===== src/design/dbg_settings.svh =====
// Chain lengths, field widths and module IDs of the debug unit
`ifndef DBG_SETTINGS_SVH
`define DBG_SETTINGS_SVH

//////////////////////////////
// Chain geometry
//////////////////////////////

// Main data register: sel flag, 2 bit id/op, 16 bit addr, 32 bit data
`define DBG_DATAREG_LEN   51
`define DBG_MODULE_ID_LEN 2
`define DBG_ADDR_W        16
`define DBG_DATA_W        32
// Response: rdata, err, busy
`define DBG_RESP_LEN      34

//////////////////////////////
// Module IDs
//////////////////////////////

`define DBG_ID_RESERVED 2'd0
`define DBG_ID_BUS      2'd1
// Decoded but not built
`define DBG_ID_CPU      2'd2
`define DBG_ID_JSP      2'd3

`endif


===== src/design/dbg_pkg.sv =====
// Debug package: bus opcode enum, command union views and response struct
`include "dbg_settings.svh"
`default_nettype none

package dbg_pkg;

  // Bus command opcodes
  typedef enum logic [1:0] {
    OP_NOP   = 2'd0,
    OP_WRITE = 2'd1,
    OP_READ  = 2'd2,
    OP_RSVD  = 2'd3
  } dbg_op_e;

  // Chain word seen as a module select
  typedef struct packed {
    logic                                           sel;
    logic [`DBG_MODULE_ID_LEN-1:0]                  module_id;
    logic [`DBG_DATAREG_LEN-`DBG_MODULE_ID_LEN-2:0] pad;
  } dbg_sel_cmd_t;

  // Same word seen as a bus command
  typedef struct packed {
    logic                   sel;
    dbg_op_e                op;
    logic [`DBG_ADDR_W-1:0] addr;
    logic [`DBG_DATA_W-1:0] wdata;
  } dbg_bus_cmd_t;

  // Both views overlay the 51 bit chain word
  typedef union packed {
    dbg_sel_cmd_t sel_view;
    dbg_bus_cmd_t bus_view;
  } dbg_cmd_u;

  // Busy in bit 0, shifted out first
  typedef struct packed {
    logic [`DBG_DATA_W-1:0] rdata;
    logic                   err;
    logic                   busy;
  } dbg_resp_t;

endpackage

`default_nettype wire


===== src/design/dbg_chain_in.sv =====
// Main data register shift chain and module select register
`include "dbg_settings.svh"
`default_nettype none

module dbg_chain_in
  import dbg_pkg::*;
(
  // JTAG clock and test logic reset
  input  wire                           tck_i,
  input  wire                           tlr_i,
  input  wire                           tdi_i,
  // Decoded TAP states
  input  wire                           debug_select_i,
  input  wire                           shift_dr_i,
  input  wire                           update_dr_i,
  // Busy module holds the current selection
  input  wire                           inhibit_i,
  // Chain word and current module
  output dbg_cmd_u                      cmd_o,
  output logic [`DBG_MODULE_ID_LEN-1:0] module_id_o
);

  //////////////////////////////
  // Signals
  //////////////////////////////

  // Raw shift chain
  logic [`DBG_DATAREG_LEN-1:0]   shift_q;
  // Latched module ID
  logic [`DBG_MODULE_ID_LEN-1:0] module_id_q;
  // Chain word through the union
  dbg_cmd_u                      cmd;
  // Word is addressed to the select logic
  logic                          select_cmd;

  //////////////////////////////
  // Shift chain
  //////////////////////////////

  assign cmd        = dbg_cmd_u'(shift_q);
  assign select_cmd = cmd.sel_view.sel;

  // TDI enters at the MSB, LSB falls off
  always_ff @(posedge tck_i or posedge tlr_i) begin
    if (tlr_i) begin
      shift_q <= '0;
    end else if (debug_select_i && shift_dr_i) begin
      shift_q <= {tdi_i, shift_q[`DBG_DATAREG_LEN-1:1]};
    end
  end

  //////////////////////////////
  // Module select
  //////////////////////////////

  // Reserved module after reset
  // New ID only with the select flag set and nobody busy
  always_ff @(posedge tck_i or posedge tlr_i) begin
    if (tlr_i) begin
      module_id_q <= `DBG_ID_RESERVED;
    end else if (debug_select_i && update_dr_i && select_cmd && !inhibit_i) begin
      module_id_q <= cmd.sel_view.module_id;
    end
  end

  // Outputs
  assign cmd_o       = cmd;
  assign module_id_o = module_id_q;

endmodule

`default_nettype wire


===== src/design/dbg_bus_module.sv =====
// Bus debug module: command latch and Wishbone classic master FSM
`include "dbg_settings.svh"
`default_nettype none

module dbg_bus_module
  import dbg_pkg::*;
(
  input  wire                           tck_i,
  input  wire                           tlr_i,
  // TAP state and chain word
  input  wire                           update_dr_i,
  input  wire                           debug_select_i,
  input  wire [`DBG_MODULE_ID_LEN-1:0]  module_id_i,
  input  wire dbg_cmd_u                 cmd_i,
  // Status back to the chain logic
  output logic                          busy_o,
  output dbg_resp_t                     resp_o,
  // Wishbone classic master
  output logic                          wb_cyc_o,
  output logic                          wb_stb_o,
  output logic                          wb_we_o,
  output logic [`DBG_ADDR_W-1:0]        wb_adr_o,
  output logic [`DBG_DATA_W-1:0]        wb_dat_o,
  output logic [`DBG_DATA_W/8-1:0]      wb_sel_o,
  input  wire  [`DBG_DATA_W-1:0]        wb_dat_i,
  input  wire                           wb_ack_i,
  input  wire                           wb_err_i
);

  // FSM encoding
  localparam logic IDLE   = 1'b0;
  localparam logic ACTIVE = 1'b1;

  //////////////////////////////
  // Signals
  //////////////////////////////

  logic                   state_q;
  logic                   active;
  logic                   bus_sel;
  logic                   xfer_op;
  logic                   accept;
  logic                   done;
  // Latched command
  logic                   we_q;
  logic [`DBG_ADDR_W-1:0] adr_q;
  logic [`DBG_DATA_W-1:0] dat_q;
  // Result of the last transfer
  logic [`DBG_DATA_W-1:0] rdata_q;
  logic                   err_q;

  //////////////////////////////
  // Command decode
  //////////////////////////////

  assign active  = (state_q == ACTIVE);
  assign bus_sel = (module_id_i == `DBG_ID_BUS);
  // Only write and read start a cycle
  assign xfer_op = (cmd_i.bus_view.op == OP_WRITE) || (cmd_i.bus_view.op == OP_READ);
  // Commands while busy are dropped
  assign accept  = debug_select_i && update_dr_i && bus_sel && !cmd_i.bus_view.sel &&
                   xfer_op && !active;
  // Slave ends the cycle with ack or err
  assign done    = active && (wb_ack_i || wb_err_i);

  //////////////////////////////
  // Wishbone FSM
  //////////////////////////////

  // Cycle starts on the accepting edge, ends on the edge that sees ack
  always_ff @(posedge tck_i or posedge tlr_i) begin
    if (tlr_i) begin
      state_q <= IDLE;
    end else begin
      case (state_q)
        IDLE:    if (accept) state_q <= ACTIVE;
        ACTIVE:  if (done) state_q <= IDLE;
        default: state_q <= IDLE;
      endcase
    end
  end

  // Write direction of the latched command
  always_ff @(posedge tck_i or posedge tlr_i) begin
    if (tlr_i) begin
      we_q <= 1'b0;
    end else if (accept) begin
      we_q <= (cmd_i.bus_view.op == OP_WRITE);
    end
  end

  // Address and write data
  always_ff @(posedge tck_i) begin
    if (accept) begin
      adr_q <= cmd_i.bus_view.addr;
      dat_q <= cmd_i.bus_view.wdata;
    end
  end

  //////////////////////////////
  // Result
  //////////////////////////////

  // Err sticks until the next accepted command
  always_ff @(posedge tck_i or posedge tlr_i) begin
    if (tlr_i) begin
      rdata_q <= '0;
      err_q   <= 1'b0;
    end else begin
      if (accept) begin
        err_q <= 1'b0;
      end else if (active && wb_err_i) begin
        err_q <= 1'b1;
      end
      // Read data on ack only
      if (active && wb_ack_i && !we_q) begin
        rdata_q <= wb_dat_i;
      end
    end
  end

  // Bus outputs, full word lanes
  assign wb_cyc_o = active;
  assign wb_stb_o = active;
  assign wb_we_o  = we_q;
  assign wb_adr_o = adr_q;
  assign wb_dat_o = dat_q;
  assign wb_sel_o = {(`DBG_DATA_W/8){active}};

  // Busy also inhibits module select
  assign busy_o       = active;
  assign resp_o.rdata = rdata_q;
  assign resp_o.err   = err_q;
  assign resp_o.busy  = active;

endmodule

`default_nettype wire


===== src/design/dbg_chain_out.sv =====
// Response capture and shift-out register with the TDO select
`include "dbg_settings.svh"
`default_nettype none

module dbg_chain_out
  import dbg_pkg::*;
(
  // JTAG clock and test logic reset
  input  wire                          tck_i,
  input  wire                          tlr_i,
  // Decoded TAP states
  input  wire                          debug_select_i,
  input  wire                          capture_dr_i,
  input  wire                          shift_dr_i,
  // Selected module and its response
  input  wire [`DBG_MODULE_ID_LEN-1:0] module_id_i,
  input  wire dbg_resp_t               resp_i,
  // Serial data out
  output logic                         tdo_o
);

  //////////////////////////////
  // Signals
  //////////////////////////////

  // Output chain, bit 0 drives TDO
  logic [`DBG_RESP_LEN-1:0] resp_q;
  // Bus module owns the chain
  logic                     bus_sel;
  logic                     capture;
  logic                     shift;

  assign bus_sel = (module_id_i == `DBG_ID_BUS);
  assign capture = debug_select_i && capture_dr_i && bus_sel;
  assign shift   = debug_select_i && shift_dr_i;

  //////////////////////////////
  // Capture and shift
  //////////////////////////////

  // Busy first, then err, then rdata LSB first
  // Zeros fill from the top
  always_ff @(posedge tck_i or posedge tlr_i) begin
    if (tlr_i) begin
      resp_q <= '0;
    end else if (capture) begin
      resp_q <= resp_i;
    end else if (shift) begin
      resp_q <= {1'b0, resp_q[`DBG_RESP_LEN-1:1]};
    end
  end

  //////////////////////////////
  // TDO select
  //////////////////////////////

  // CPU and serial port not built
  // Reserved module returns 0 as well
  always_comb begin
    case (module_id_i)
      `DBG_ID_BUS: tdo_o = resp_q[0];
      `DBG_ID_CPU: tdo_o = 1'b0;
      `DBG_ID_JSP: tdo_o = 1'b0;
      default:     tdo_o = 1'b0;
    endcase
  end

endmodule

`default_nettype wire


===== src/design/dbg_top.sv =====
// Debug unit top level: input chain, bus debug module, output chain
`include "dbg_settings.svh"
`default_nettype none

module dbg_top
  import dbg_pkg::*;
(
  // JTAG clock, reset and data
  input  wire                      tck_i,
  input  wire                      tlr_i,
  input  wire                      tdi_i,
  output logic                     tdo_o,
  // TAP states from the external controller
  input  wire                      debug_select_i,
  input  wire                      shift_dr_i,
  input  wire                      update_dr_i,
  input  wire                      capture_dr_i,
  // Wishbone classic master
  output logic                     wb_cyc_o,
  output logic                     wb_stb_o,
  output logic                     wb_we_o,
  output logic [`DBG_ADDR_W-1:0]   wb_adr_o,
  output logic [`DBG_DATA_W-1:0]   wb_dat_o,
  output logic [`DBG_DATA_W/8-1:0] wb_sel_o,
  input  wire  [`DBG_DATA_W-1:0]   wb_dat_i,
  input  wire                      wb_ack_i,
  input  wire                      wb_err_i
);

  //////////////////////////////
  // Interconnect
  //////////////////////////////

  dbg_cmd_u                      cmd;
  logic [`DBG_MODULE_ID_LEN-1:0] module_id;
  // Busy doubles as select inhibit
  logic                          busy;
  dbg_resp_t                     resp;

  // Input side
  dbg_chain_in u_chain_in (
    .tck_i          (tck_i),
    .tlr_i          (tlr_i),
    .tdi_i          (tdi_i),
    .debug_select_i (debug_select_i),
    .shift_dr_i     (shift_dr_i),
    .update_dr_i    (update_dr_i),
    .inhibit_i      (busy),
    .cmd_o          (cmd),
    .module_id_o    (module_id)
  );

  // Bus debug module
  dbg_bus_module u_bus_module (
    .tck_i          (tck_i),
    .tlr_i          (tlr_i),
    .update_dr_i    (update_dr_i),
    .debug_select_i (debug_select_i),
    .module_id_i    (module_id),
    .cmd_i          (cmd),
    .busy_o         (busy),
    .resp_o         (resp),
    .wb_cyc_o       (wb_cyc_o),
    .wb_stb_o       (wb_stb_o),
    .wb_we_o        (wb_we_o),
    .wb_adr_o       (wb_adr_o),
    .wb_dat_o       (wb_dat_o),
    .wb_sel_o       (wb_sel_o),
    .wb_dat_i       (wb_dat_i),
    .wb_ack_i       (wb_ack_i),
    .wb_err_i       (wb_err_i)
  );

  // Output side
  dbg_chain_out u_chain_out (
    .tck_i          (tck_i),
    .tlr_i          (tlr_i),
    .debug_select_i (debug_select_i),
    .capture_dr_i   (capture_dr_i),
    .shift_dr_i     (shift_dr_i),
    .module_id_i    (module_id),
    .resp_i         (resp),
    .tdo_o          (tdo_o)
  );

endmodule

`default_nettype wire


===== config.mk =====
export PLATFORM = sky130hd
export DESIGN_NAME = dbg_top
export DESIGN_NICKNAME = d
export VERILOG_FILES = /design/src/design/dbg_pkg.sv /design/src/design/dbg_chain_in.sv /design/src/design/dbg_bus_module.sv /design/src/design/dbg_chain_out.sv /design/src/design/dbg_top.sv
export VERILOG_INCLUDE_DIRS = /design/src /design/src/design
export SDC_FILE = /design/constraint.sdc
export NUM_CORES = 1
export LEC_CHECK = 0
export ABC_CLOCK_PERIOD_IN_PS = 3000
export BUFFER_PORTS_ARGS = -buffer_cell sky130_fd_sc_hd__buf_4
export CORE_UTILIZATION = 30
export CTS_CLUSTER_DIAMETER = 120
export CTS_CLUSTER_SIZE = 16
export DETAILED_ROUTE_END_ITERATION = 10
export PLACE_DENSITY = 0.54
export SYNTH_ARGS = -nofsm -noshare
export SYNTH_HDL_FRONTEND = slang
export SYNTH_HIERARCHICAL = 1
export SYNTH_SLANG_ARGS = --single-unit

===== constraint.sdc =====
create_clock -name tck_i -period 3 [get_ports tck_i]
set_input_delay 0.15 -clock tck_i [delete_from_list [all_inputs] [get_ports tck_i]]
set_output_delay 0.15 -clock tck_i [all_outputs]
set_load 0.05 [all_outputs]

======== Word-level counts from Yosys, hierarchy flattened ========
Cells that the tools add are included.
word-level totals
  register bits after elaboration ......... 170
  input bits .............................. 41
  output and inout port bits .............. 56
  logic and storage cells ................. 42
cells by class
  equal/unequal tests ..................... 3
  multiplexer cells ....................... 8
  bitwise operators ....................... 1
  reduce and logical (&&, ||, !) cells .... 21
operator list
  kind                                                              number
  34-bit 2-to-1 mux                                                 2
  1-bit logical AND                                                 14
  1-bit 2-to-1 mux                                                  5
  2-bit by 1-bit == test with 1-bit output (second input constant)  2
  2-bit nonzero test                                                2
  1-bit logical NOT                                                 3
  2-bit == test (second input constant)                             1
  1-bit logical OR                                                  2
  1-bit one-hot mux with 2 select lines                             1
  1-bit inverter                                                    1

======== Longest topological paths before layout ========
Gate-level depths: netlist of run 1.
  word-level depth ........................ 7
  depth in mapped cells ................... 4
  mapped depth without buffers ............ 4

======== Hierarchy ========
Netlist of run 1, hierarchy kept.
modules (own cells, without submodules)
  module          times used  cells each  area each (µm²)  sequential area each (µm²)
  dbg_bus_module  1           137         2986.6           2317.2
  dbg_chain_in    1           114         2018.2           1326.3
  dbg_chain_out   1           150         1580.3           850.8

======== Worst setup path before layout of run 1 ========
Ideal clock, no wire load.
  kind .................................... register to register
  from .................................... register u_chain_in.shift_q[48] (netlist: u_chain_in/cmd_o[48])
  to ...................................... register u_bus_module.we_q (netlist: u_bus_module/wb_we_o)
  setup time .............................. 0.125 ns
  data arrival time ....................... 2.829 ns
  data required time ...................... 2.875 ns
  path slack .............................. 0.046 ns
  stages on the path, launching flop included .. 4
  buffers on the path ..................... 0
  clock period less this slack ............ 2.954 ns
  cell sequence ........................... dfrtp_1 ha_1 nor4_4 mux2_2
on the way
  word-level cells in the longest chain between the ends .. 4
  elaborated cells between the ends (all ways) .. 5
ends and longest elaborated chain
  what                                                                       line                  RTL
  start: declaration                                                         dbg_chain_in.sv:28    logic [`DBG_DATAREG_LEN-1:0] shift_q;
  start signal: assignment                                                   dbg_chain_in.sv:48    shift_q <= {tdi_i, shift_q[`DBG_DATAREG_LEN-1:1]};
  2-bit by 1-bit == test with 1-bit output or 2-bit == test (tied branches)  dbg_bus_module.sv:59  assign xfer_op = (cmd_i.bus_view.op == OP_WRITE) || (cmd_i.bus_view.op == OP_READ);
  1-bit logical OR (*)                                                       dbg_bus_module.sv:59
  1-bit logical AND (*)                                                      dbg_bus_module.sv:61  assign accept = debug_select_i && update_dr_i && bus_sel && !cmd_i.bus_view.sel &&
  1-bit logical AND (*)                                                      dbg_bus_module.sv:62  xfer_op && !active;
  via u_bus_module.accept                                                    dbg_bus_module.sv:42  logic accept;
  end signal: assignment                                                     dbg_bus_module.sv:88  we_q <= (cmd_i.bus_view.op == OP_WRITE);
  end: declaration                                                           dbg_bus_module.sv:45  logic we_q;
Mark *: on every way through the listed nets, which the timed path passes. The rest lies on a longest branch.
A chain may end at the register's enable or synchronous reset.

======== Worst setup path after layout of run 1 ========
  from .................................... register u_bus_module.state_q (netlist: u_bus_module/busy_o)
  to ...................................... register u_bus_module.rdata_q[28]
on the way
  word-level cells in the longest chain between the ends .. 2
ends and longest elaborated chain
  what                             line                   RTL
  start: declaration               dbg_bus_module.sv:38   logic state_q;
  start signal: assignment         dbg_bus_module.sv:73   state_q <= IDLE;
  start signal: assignment         dbg_bus_module.sv:76   IDLE: if (accept) state_q <= ACTIVE;
  start signal: assignment         dbg_bus_module.sv:77   ACTIVE: if (done) state_q <= IDLE;
  1-bit logical AND (2 in series)  dbg_bus_module.sv:116  if (active && wb_ack_i && !we_q) begin
  end signal: assignment           dbg_bus_module.sv:117  rdata_q <= wb_dat_i;
  end: declaration                 dbg_bus_module.sv:49   logic [`DBG_DATA_W-1:0] rdata_q;
Every way passes these cells.

==> results.toml, run 1 <==
[clocking]
clock_latency_ns = 0.42
h-tree-depth = 4
numCtsBuffers = 17
numClockSinks = 170
clock_path_buffers = 2
cts-root-buf = "clkbuf_16"
tritoncts = "done"
cts.clk_slew.worst_paths_ns = 0.07
post-cts-setup-buffer-count = 0
cts.repair.resized = 0

[placement]
io_buffer_count = 96
gp_congestion = 0.679
preCtsSetupSlack_ns = 1.06
hpwl_um = 7590

[drt]
drtIter0Drc = 126
drcViolationCount = 0
routedWlPerCell_um = 14.4
vias = 3467
first_pass_iters = 4
routed_wl_um = 11800
ant_nets = 0
routed_via_density = 4.23

[finish]
diodes = 0
final_layout_size_suffix_gt1_share_pct = 41.5
final_util_pct = 39.6
final_nets = 573
synthToLayoutAreaGrowth_pct = 28.0

[logic_synthesis]
ys_seq_area_share_pct = 68.3
synth_area_sq_mm = 0.00659
synth_nets = 443
syn_avg_cell_area_sq_um = 16.4
ys_ff_latch = 170
yosysWarningCount = 6
syn_inst = 401
synth.distinct_cells = 22

[run_status]
status = "complete, no violations"

[pwr]
powerDensity_mw_per_mm2 = 759
ir_drop_uv = 426
p_total_mw = 6.40
leakage_nw = 4.11

[hold_path]
hp-class = "in -> reg"
hold_path_end = "u_bus_module/busy_o"
hp-start = "wb_ack_i"
hold_depth = 3

[global_route]
grt_overflow = 0
grt_pass1_vias = 3709
grtUsageTotal_pct = 11.3
grt_pass1_wl_um = 19300
antenna_found_initial = 0
grt_max_degree = 69

[sta]
slew_headroom_pct = 31.2
hold_viol = 0
period_share_pct = 63.6
rsz0062_at_grt = "false"
fin_skew_ns = 0.0105
layout_setup_ws_ns = 1.09
max_freq_mhz = 524
worst_pin_slew_ns = 1.03
maxSlewViolCount = 0
fin_hold_ws_ns = 0.0856
finalSetupViolCount = 0
setup_tns_ns = 0
period_minus_slack_ns = 1.91

[critical_path]
crit_path_end_kind = "flop"
critPathLaunchType = "flop"
crit_buf_inv = 0
reg2reg_to = "u_bus_module/rdata_q[28]"
crit_family = "flip-flops"
cp.depth = 2
worstPathCellList = "nand3b_4 -> mux2_4"
worst-r2r-cell-count = 2
rrSetupSlack_ns = 1.09
critPathMaxFanout = 32
r2r_start = "u_bus_module/busy_o"
required_ns = 3.30
worst-setup-path-type = "reg -> reg"
cpMaxStageDelayCell = "dfrtp_1"
critPathMaxStageDelay_ns = 0.65
cp_data_arrival_time_ns = 2.21

[die]
die_h_um = 150
die-area_sq_mm = 0.0225
core_area_sq_mm = 0.0213
initial_core_util_pct = 30.9
ios = 97
core.rowCount = 53
die_w_um = 150

[job]
maxCapViolCount = 0
-- worst register-to-register path: stages (launching register included) --
cell	delay, ns
dfrtp_1	0.65
nand3b_4	0.61
mux2_4	0.52
-- placed cells by master (no fill, tap or decap), types with 2 or more instances in the layout --
| cell | Yosys | final |
|---|---|---|
| clkinvlp_4 | 0 | 3 |
| inv_1 | 5 | 4 |
| mux2_4 | 34 | 34 |
| nor2_1 | 35 | 35 |
| inv_8 | 0 | 5 |
| edfxtp_1 | 48 | 48 |
| mux2i_1 | 33 | 33 |
| a21oi_1 | 34 | 34 |
| clkinv_4 | 0 | 2 |
| dfrtp_1 | 122 | 122 |
| nand4b_1 | 3 | 3 |
| buf_4 | 10 | 102 |
| clkinv_8 | 0 | 5 |
| clkbuf_16 | 0 | 17 |
| dlygate4sd3_1 | 0 | 35 |
| mux2_2 | 52 | 52 |
-- how the worst max path moves through the flow --
stage,end,slack (ns),startpoint
after detailed placement,u_bus_module/rdata_q[6],1.06,u_bus_module/busy_o
after global placement,u_bus_module/rdata_q[22],1.16,u_bus_module/busy_o
final,u_bus_module/rdata_q[28],1.09,u_bus_module/busy_o
after CTS,u_bus_module/rdata_q[6],1.03,u_bus_module/busy_o
after global routing,u_bus_module/rdata_q[29],0.92,u_bus_module/busy_o
after floorplan,u_bus_module/wb_we_o,0.05,u_chain_in/cmd_o[48]
-- final cells by class --
cell class / instances / area (sq um)
clock inverter: 15 / 178
multi-input combinational: 200 / 1850
inverter: 5 / 18.8
sequential: 170 / 4490
tap: 275 / 344
timing repair buffer: 137 / 1120
clock buffer: 17 / 425
fill: 1994 / 12900
-- power by group --
part / internal (mW) / switching [mW]
combinational: 0.587 / 0.486
sequential: 2.89 / 0.294
clock: 1.12 / 1.02
total: 4.60 / 1.80
-- cells by family after synthesis --
kind of cell	count (synthesis)	share of synthesized area, %
compound gates	36	2.79
fa+ha+maj	1	0.190
buf+inv	31	3.61
flops	170	68.3
mux	119	21.7
simple gates	44	3.50
-- synthesized netlist by cell type, drive strengths merged --
cell type / count / area, sq um
a21o: 1 / 8.76
a21oi: 34 / 170
and3b: 1 / 8.76
buf: 22 / 204
clkbuf: 4 / 15.0
dfrtp: 122 / 3050
edfxtp: 48 / 1440
ha: 1 / 12.5
inv: 5 / 18.8
mux2: 86 / 1100
mux2i: 33 / 330
nand2: 2 / 17.5
nand3: 1 / 5.00
nand3b: 1 / 20.0
nand4b: 3 / 26.3
nor2: 35 / 131
nor4: 1 / 21.3
o21ai: 1 / 5.00
-- sequential cells by signal (all words and copies together), names as in the netlist --
signal	count
u_chain_out/resp_q	34
u_chain_in/module_id_o	2
u_bus_module/wb_we_o	1
u_bus_module/err_q	1
u_bus_module/busy_o	1
u_bus_module/wb_adr_o	16
u_bus_module/rdata_q	32
u_bus_module/wb_dat_o	32
u_chain_in/cmd_o	51
-- metal layers --
| metal | track usage, % | vias to the layer above | share of wire [%] |
|---|---|---|---|
| met3 | 2.64 | 13 | 3.5 |
| met4 | 5.51 | 0 | 1.8 |
| met5 | 0 | - | 0 |
| met1 | 15.0 | 1707 | 47 |
| met2 | 17.2 | 57 | 48 |
| li1 | - | 1690 | - |
-- per-stage QoR --
step | area, sq um | std cells
after global placement | 7480 | 752
after detailed placement | 7480 | 752
after global routing | 8430 | 819
after floorplan | 6590 | 401
final | 8430 | 819
after CTS | 8430 | 819
-- repair_timing --
item	in CTS	in global routing
hold buffers	35	0
setup endpoints to repair	0	0
endpoints found under the hold margin	127	0
(Power assumes the default switching activity.)
==> run 2: changes to the inputs <==
Settings changed: ABC_AREA from default to 1, ABC_CLOCK_PERIOD_IN_PS 3000 to 1900, PLACE_DENSITY 0.54 to 0.52.
Clock period 3 ns to 1.9 ns, I/O delays scaled along.
==> run 2 against run 1 <==
Synthesized cell count rose by 87%; count of clock-buffer cells in the layout stayed put; cell count increased by 45%; setup slack got worse by 0.93 ns; non-clock buffer count is 11 higher; final area rose by 6.7%; critical path type unchanged; largest cell class unchanged.
==> results.toml, run 2 <==
[clocking]
h-tree-depth = 4
cts.clk_slew.worst_paths_ns = 0.07
numClockSinks = 170
cts-root-buf = "clkbuf_16"
clock_path_buffers = 2
numCtsBuffers = 17
post-cts-setup-buffer-count = 0
cts_hold_buf = 36
tritoncts = "done"
cts.repair.resized = 0
clock_latency_ns = 0.43

[drt]
drcViolationCount = 0
vias = 5223
first_pass_iters = 4
routedWlPerCell_um = 13.7
ant_nets = 0
drtIter0Drc = 308
routed_via_density = 4.39
routed_wl_um = 16300

[placement]
gp_congestion = 0.716
hpwl_um = 9790
placed_area_sq_mm = 0.00802
placedCellCount = 1121
preCtsSetupSlack_ns = 0.168
io_buffer_count = 96

[finish]
final_common_cell = "nand2_1"
final_layout_size_suffix_gt1_share_pct = 17.5
final_util_pct = 39.4
final_nets = 905
final_cell_mix = "309 x nand2_1, 150 x nand3_1, 122 x dfrtp_1, 106 x buf_4, 48 x edfxtp_1"
synthToLayoutAreaGrowth_pct = 27.3
instances_no_fill = 1189
fin_area_sq_mm = 0.00900
largest_register_ffs = 51
diodes = 0

[die]
die_w_um = 156
core.rowCount = 55
die_h_um = 156
initial_core_util_pct = 30.9
ios = 97
die-area_sq_mm = 0.0242
core_area_sq_mm = 0.0228

[critical_path]
critPathLaunchType = "flop"
cpMaxStageDelayCell = "dfrtp_1"
required_ns = 2.02
worstPathCellList = "inv_1 -> ha_1 -> inv_1 -> nand2_1 -> nor2_1 -> nand2_1 -> clkinvlp_4 -> buf_12"
critPathMaxFanout = 32
worst-setup-path-type = "reg -> reg"
critPathMaxStageDelay_ns = 0.40
cp_data_arrival_time_ns = 1.85
crit_path_end_kind = "flop"

[pwr]
leakage_nw = 4.49
p_total_mw = 9.85
ir_drop_uv = 610
powerDensity_mw_per_mm2 = 1100

[sta]
finalSetupViolCount = 0
setup_tns_ns = 0
slew_headroom_pct = 68.2
hold_viol = 0
fin_skew_ns = 0.0154
layout_setup_ws_ns = 0.165
maxSlewViolCount = 0
worst_pin_slew_ns = 0.476
max_freq_mhz = 576
fin_hold_ws_ns = 0.0443
period_share_pct = 91.3
period_minus_slack_ns = 1.74
rsz0062_at_grt = "false"

[global_route]
grt_max_degree = 68
grtUsageTotal_pct = 14.4
grt_pass1_wl_um = 27000
grt_overflow = 0
grt_pass1_vias = 5285
antenna_found_initial = 0

[logic_synthesis]
synth_area_sq_mm = 0.00707
synth_edf_count = 48
synth-main-ff-cell = "dfrtp_1"
ys_top_cells_by_area = "dfrtp_1 43%, edfxtp_1 20%, nand2_1 16%, nand3_1 11%, inv_1 2.4%"
synth_nets = 790
yosysWarningCount = 6
synthTopCellsByCount = "309 x nand2_1, 150 x nand3_1, 122 x dfrtp_1, 48 x edfxtp_1, 46 x inv_1"
ys_ff_latch = 170
synth.most_common_cell = "nand2_1"
ys_seq_area_share_pct = 63.6
yosysTopAreaCellShare_pct = 43.2
syn_avg_cell_area_sq_um = 9.45
syn_inst = 748
async_flop_share_pct = 71.8
synth_top_area_cell = "dfrtp_1"
synth.distinct_cells = 20

[hold_path]
hp-class = "in -> reg"

[job]
maxCapViolCount = 0

[run_status]
status = "complete, no violations"
run 2: worst paths after layout:
| path | start | end | slack (ns) | cells after the start |
|---|---|---|---|---|
| min in group asynchronous | tlr_i | u_chain_in/cmd_o[9] | 0.28 | 3 |
| max in group asynchronous | tlr_i | u_chain_in/cmd_o[24] | 1.06 | 4 |
| worst max register to register | u_chain_in/cmd_o[49] | u_bus_module/wb_adr_o[11] | 0.16 | 8 |
| worst min-delay path | update_dr_i | u_bus_module/wb_we_o | 0.04 | 5 |
| worst max-delay path | u_chain_in/cmd_o[49] | u_bus_module/wb_adr_o[11] | 0.16 | 8 |
| worst min register to register | u_chain_in/cmd_o[0] | u_bus_module/wb_dat_o[0] | 0.45 | 0 |
run 2: final cells by class:
type	instances	area (sq um)
clock inverters	15	188
well taps	313	392
inverters	48	184
fillers	2339	13900
repair buffers	148	1280
flip-flops and latches	170	4490
clock buffers	17	425
multi-input cells	478	2040
run 2: worst max-delay path: cells and delay by family, from the launching register on:
kind	cells	cell delay, ns
adder cells (fa/ha/maj)	1	0.27
flip-flops	1	0.40
buffers and inverters	4	0.47
AND/OR/NAND/NOR	3	0.28
run 2: cell families (layout without fill, tap and decap cells):
kind of cell,Yosys count,after routing,synth area share [%]
buf+inv,100,228,7.61
fa+ha+maj,1,1,0.177
simple gates,472,472,28.3
compound gates,5,5,0.354
flops,170,170,63.6
run 2: power breakdown:
group	switching, mW	internal, mW
Combinational	0.862	0.585
Clock	1.71	1.80
Sequential	0.416	4.49
run 2: metal layers:
metal  wire length (um)  up-vias  track usage [%]  part of all wire (%)
li1                   -     2613                -                     -
met1               7460     2498             18.4                    46
met2               7740       99             23.4                    48
met3                855       13             4.12                   5.3
met4                206        0             4.62                   1.3
met5                  0        -                0                     0
==> run 3: changes to the inputs <==
Settings changed: GPL_TIMING_DRIVEN from default to 0.
==> run 3 against run 2 <==
Critical path depth fell by 1; total power increased by 2.4%; setup slack lost 0.059 ns; sequential power about the same; highest routed layer is now met5; combinational power grew 5%; non-clock buffer count is 42 higher.
==> results.toml, run 3 (synthesized netlist as in run 2, its figures left out) <==
[pwr]
powerDensity_mw_per_mm2 = 1090
p_total_mw = 10.1
leakage_nw = 4.68
ir_drop_uv = 511

[finish]
final_nets = 950
final_cell_mix = "308 x nand2_1, 150 x nand3_1, 122 x buf_4, 122 x dfrtp_1, 48 x edfxtp_1"
instances_no_fill = 1234
nFillCells = 2309
multiInputGateArea_sq_mm = 0.00205
final_common_cell = "nand2_1"
ff_latch_area_sq_mm = 0.00449
diodes = 0
final_layout_size_suffix_gt1_share_pct = 21.3
fin_area_sq_mm = 0.00928
largest_register_ffs = 51
synthToLayoutAreaGrowth_pct = 31.3

[clocking]
numClockSinks = 170
tritoncts = "done"
cts.clk_slew.worst_paths_ns = 0.07
clock_latency_ns = 0.44
h-tree-depth = 4
numCtsBuffers = 17
clock_path_buffers = 2
cts-root-buf = "clkbuf_16"

[job]
maxCapViolCount = 0

[critical_path]
r2r_start = "u_chain_in/cmd_o[48]"
crit_path_end_kind = "flop"
rrSetupSlack_ns = 0.11
worstPathCellList = "ha_1 -> inv_1 -> nand2_1 -> nor2_2 -> nand2_4 -> clkinvlp_4 -> buf_4"
crit_family = "flip-flops"
crit_buf_inv = 3
worst-r2r-cell-count = 7
required_ns = 2.02
critPathMaxStageDelay_ns = 0.42
worst-setup-path-type = "reg -> reg"
cpMaxStageDelayCell = "dfrtp_1"
cp_data_arrival_time_ns = 1.91
critPathMaxFanout = 13
reg2reg_to = "u_bus_module/wb_dat_o[6]"
critPathLaunchType = "flop"

[global_route]
grt_pass1_wl_um = 28700
grt_pass1_vias = 5485
grtUsageTotal_pct = 15.3
grt_overflow = 0
antenna_found_initial = 1
grt_max_degree = 36

[sta]
period_minus_slack_ns = 1.79
hold_viol = 0
setup_tns_ns = 0
maxSlewViolCount = 0
fin_skew_ns = 0.0219
worst_pin_slew_ns = 0.816
slew_headroom_pct = 45.5
max_freq_mhz = 557
period_share_pct = 94.4
finalSetupViolCount = 0

[die]
ios = 97
die-area_sq_mm = 0.0242
die_w_um = 156
core.rowCount = 55
initial_core_util_pct = 30.9
core_area_sq_mm = 0.0228
die_h_um = 156

[placement]
io_buffer_count = 95
placedCellCount = 1157
hpwl_um = 11000
placed_area_sq_mm = 0.00820
gp_congestion = 0.754

[drt]
first_pass_iters = 4
drcViolationCount = 0
ant_nets = 0
drtIter0Drc = 352
routed_wl_um = 17500
routed_via_density = 4.37
vias = 5391
routedWlPerCell_um = 14.2

[hold_path]
hold_path_end = "u_bus_module/rdata_q[30]"
hold_depth = 3
hp-class = "in -> reg"
hp-start = "wb_ack_i"

[run_status]
status = "complete, no violations"
-- run 3: cell count changes in the layout (fill, tap and decap cells not counted), sizes merged --
cell and delta:
buf +36, bufinv +1, clkbuf +7, clkinv +2, clkinvlp +3, dlygate4sd3 -1
inv -3
-- run 3: layout make-up --
class	count	area share, %
clock buffer	17	4.58
clock inverter	15	2.43
sequential	170	48.4
inverter	48	1.98
multi-input combinational	478	22.0
tap	313	4.22
buffer	52	3.85
timing repair inverter	3	0.243
timing repair buffer	138	12.2
-- run 3: metal layers --
layer / wire length [um] / GRT usage (%) / vias to the layer above
met4: 83 / 3.64 / 2
met1: 7820 / 19.3 / 2579
met5: 17 / 0 / -
li1: - / - / 2707
met3: 943 / 4.76 / 6
met2: 8670 / 25.6 / 97
-- run 3: metrics by stage --
| stage | worst slack, ns | hold slack, ns | util, % |
|---|---|---|---|
| after floorplan | -0.0875 | 0.237 | - |
| final | 0.106 | 0.0400 | 40.6 |
| after global placement | -0.649 | 0.332 | 35.8 |
| after CTS | 0.0297 | 0.0151 | 40.6 |
| after detailed placement | -0.693 | 0.237 | 35.9 |
| after global routing | -0.00364 | 0.0391 | 40.6 |
-- run 3: power breakdown --
group	internal [mW]	switching (mW)	leakage, nW	total, mW
combinational	0.624	0.899	2.31	1.52
clock	1.94	1.73	0.311	3.66
sequential	4.49	0.418	2.06	4.91
total	7.05	3.04	4.68	10.1
-- run 3: worst max-delay path by stage --
| stage | startpoint | to | slack (ns) | cells after the start |
|---|---|---|---|---|
| 6_report | u_chain_in/cmd_o[48] | u_bus_module/wb_dat_o[6] | 0.11 | 7 |
| 4_1_cts | u_chain_in/cmd_o[48] | u_bus_module/wb_adr_o[14] | 0.03 | 7 |
| 3_5_place_dp | u_chain_in/cmd_o[49] | u_bus_module/wb_dat_o[9] | -0.69 | 7 |
| 5_1_grt | u_chain_in/cmd_o[49] | u_bus_module/wb_dat_o[6] | -0.004 | 8 |
| 3_3_place_gp | u_bus_module/busy_o | u_bus_module/wb_dat_o[9] | -0.65 | 5 |
| 2_1_floorplan | u_chain_in/cmd_o[48] | u_bus_module/wb_adr_o[0] | -0.09 | 6 |
-- run 3: timing repair --
action,CTS,global route
hold buffers,35,0
buffers inserted,7,0
hold endpoints to repair,127,0
setup endpoints to repair,49,48
gates resized for setup,4,2
cloned,3,0
-- run 3: tightest hold or removal path, delay by kind of cell --
kind / cells / cell delay (ns)
buf+inv: 1 / 0.17
simple gates: 2 / 0.16
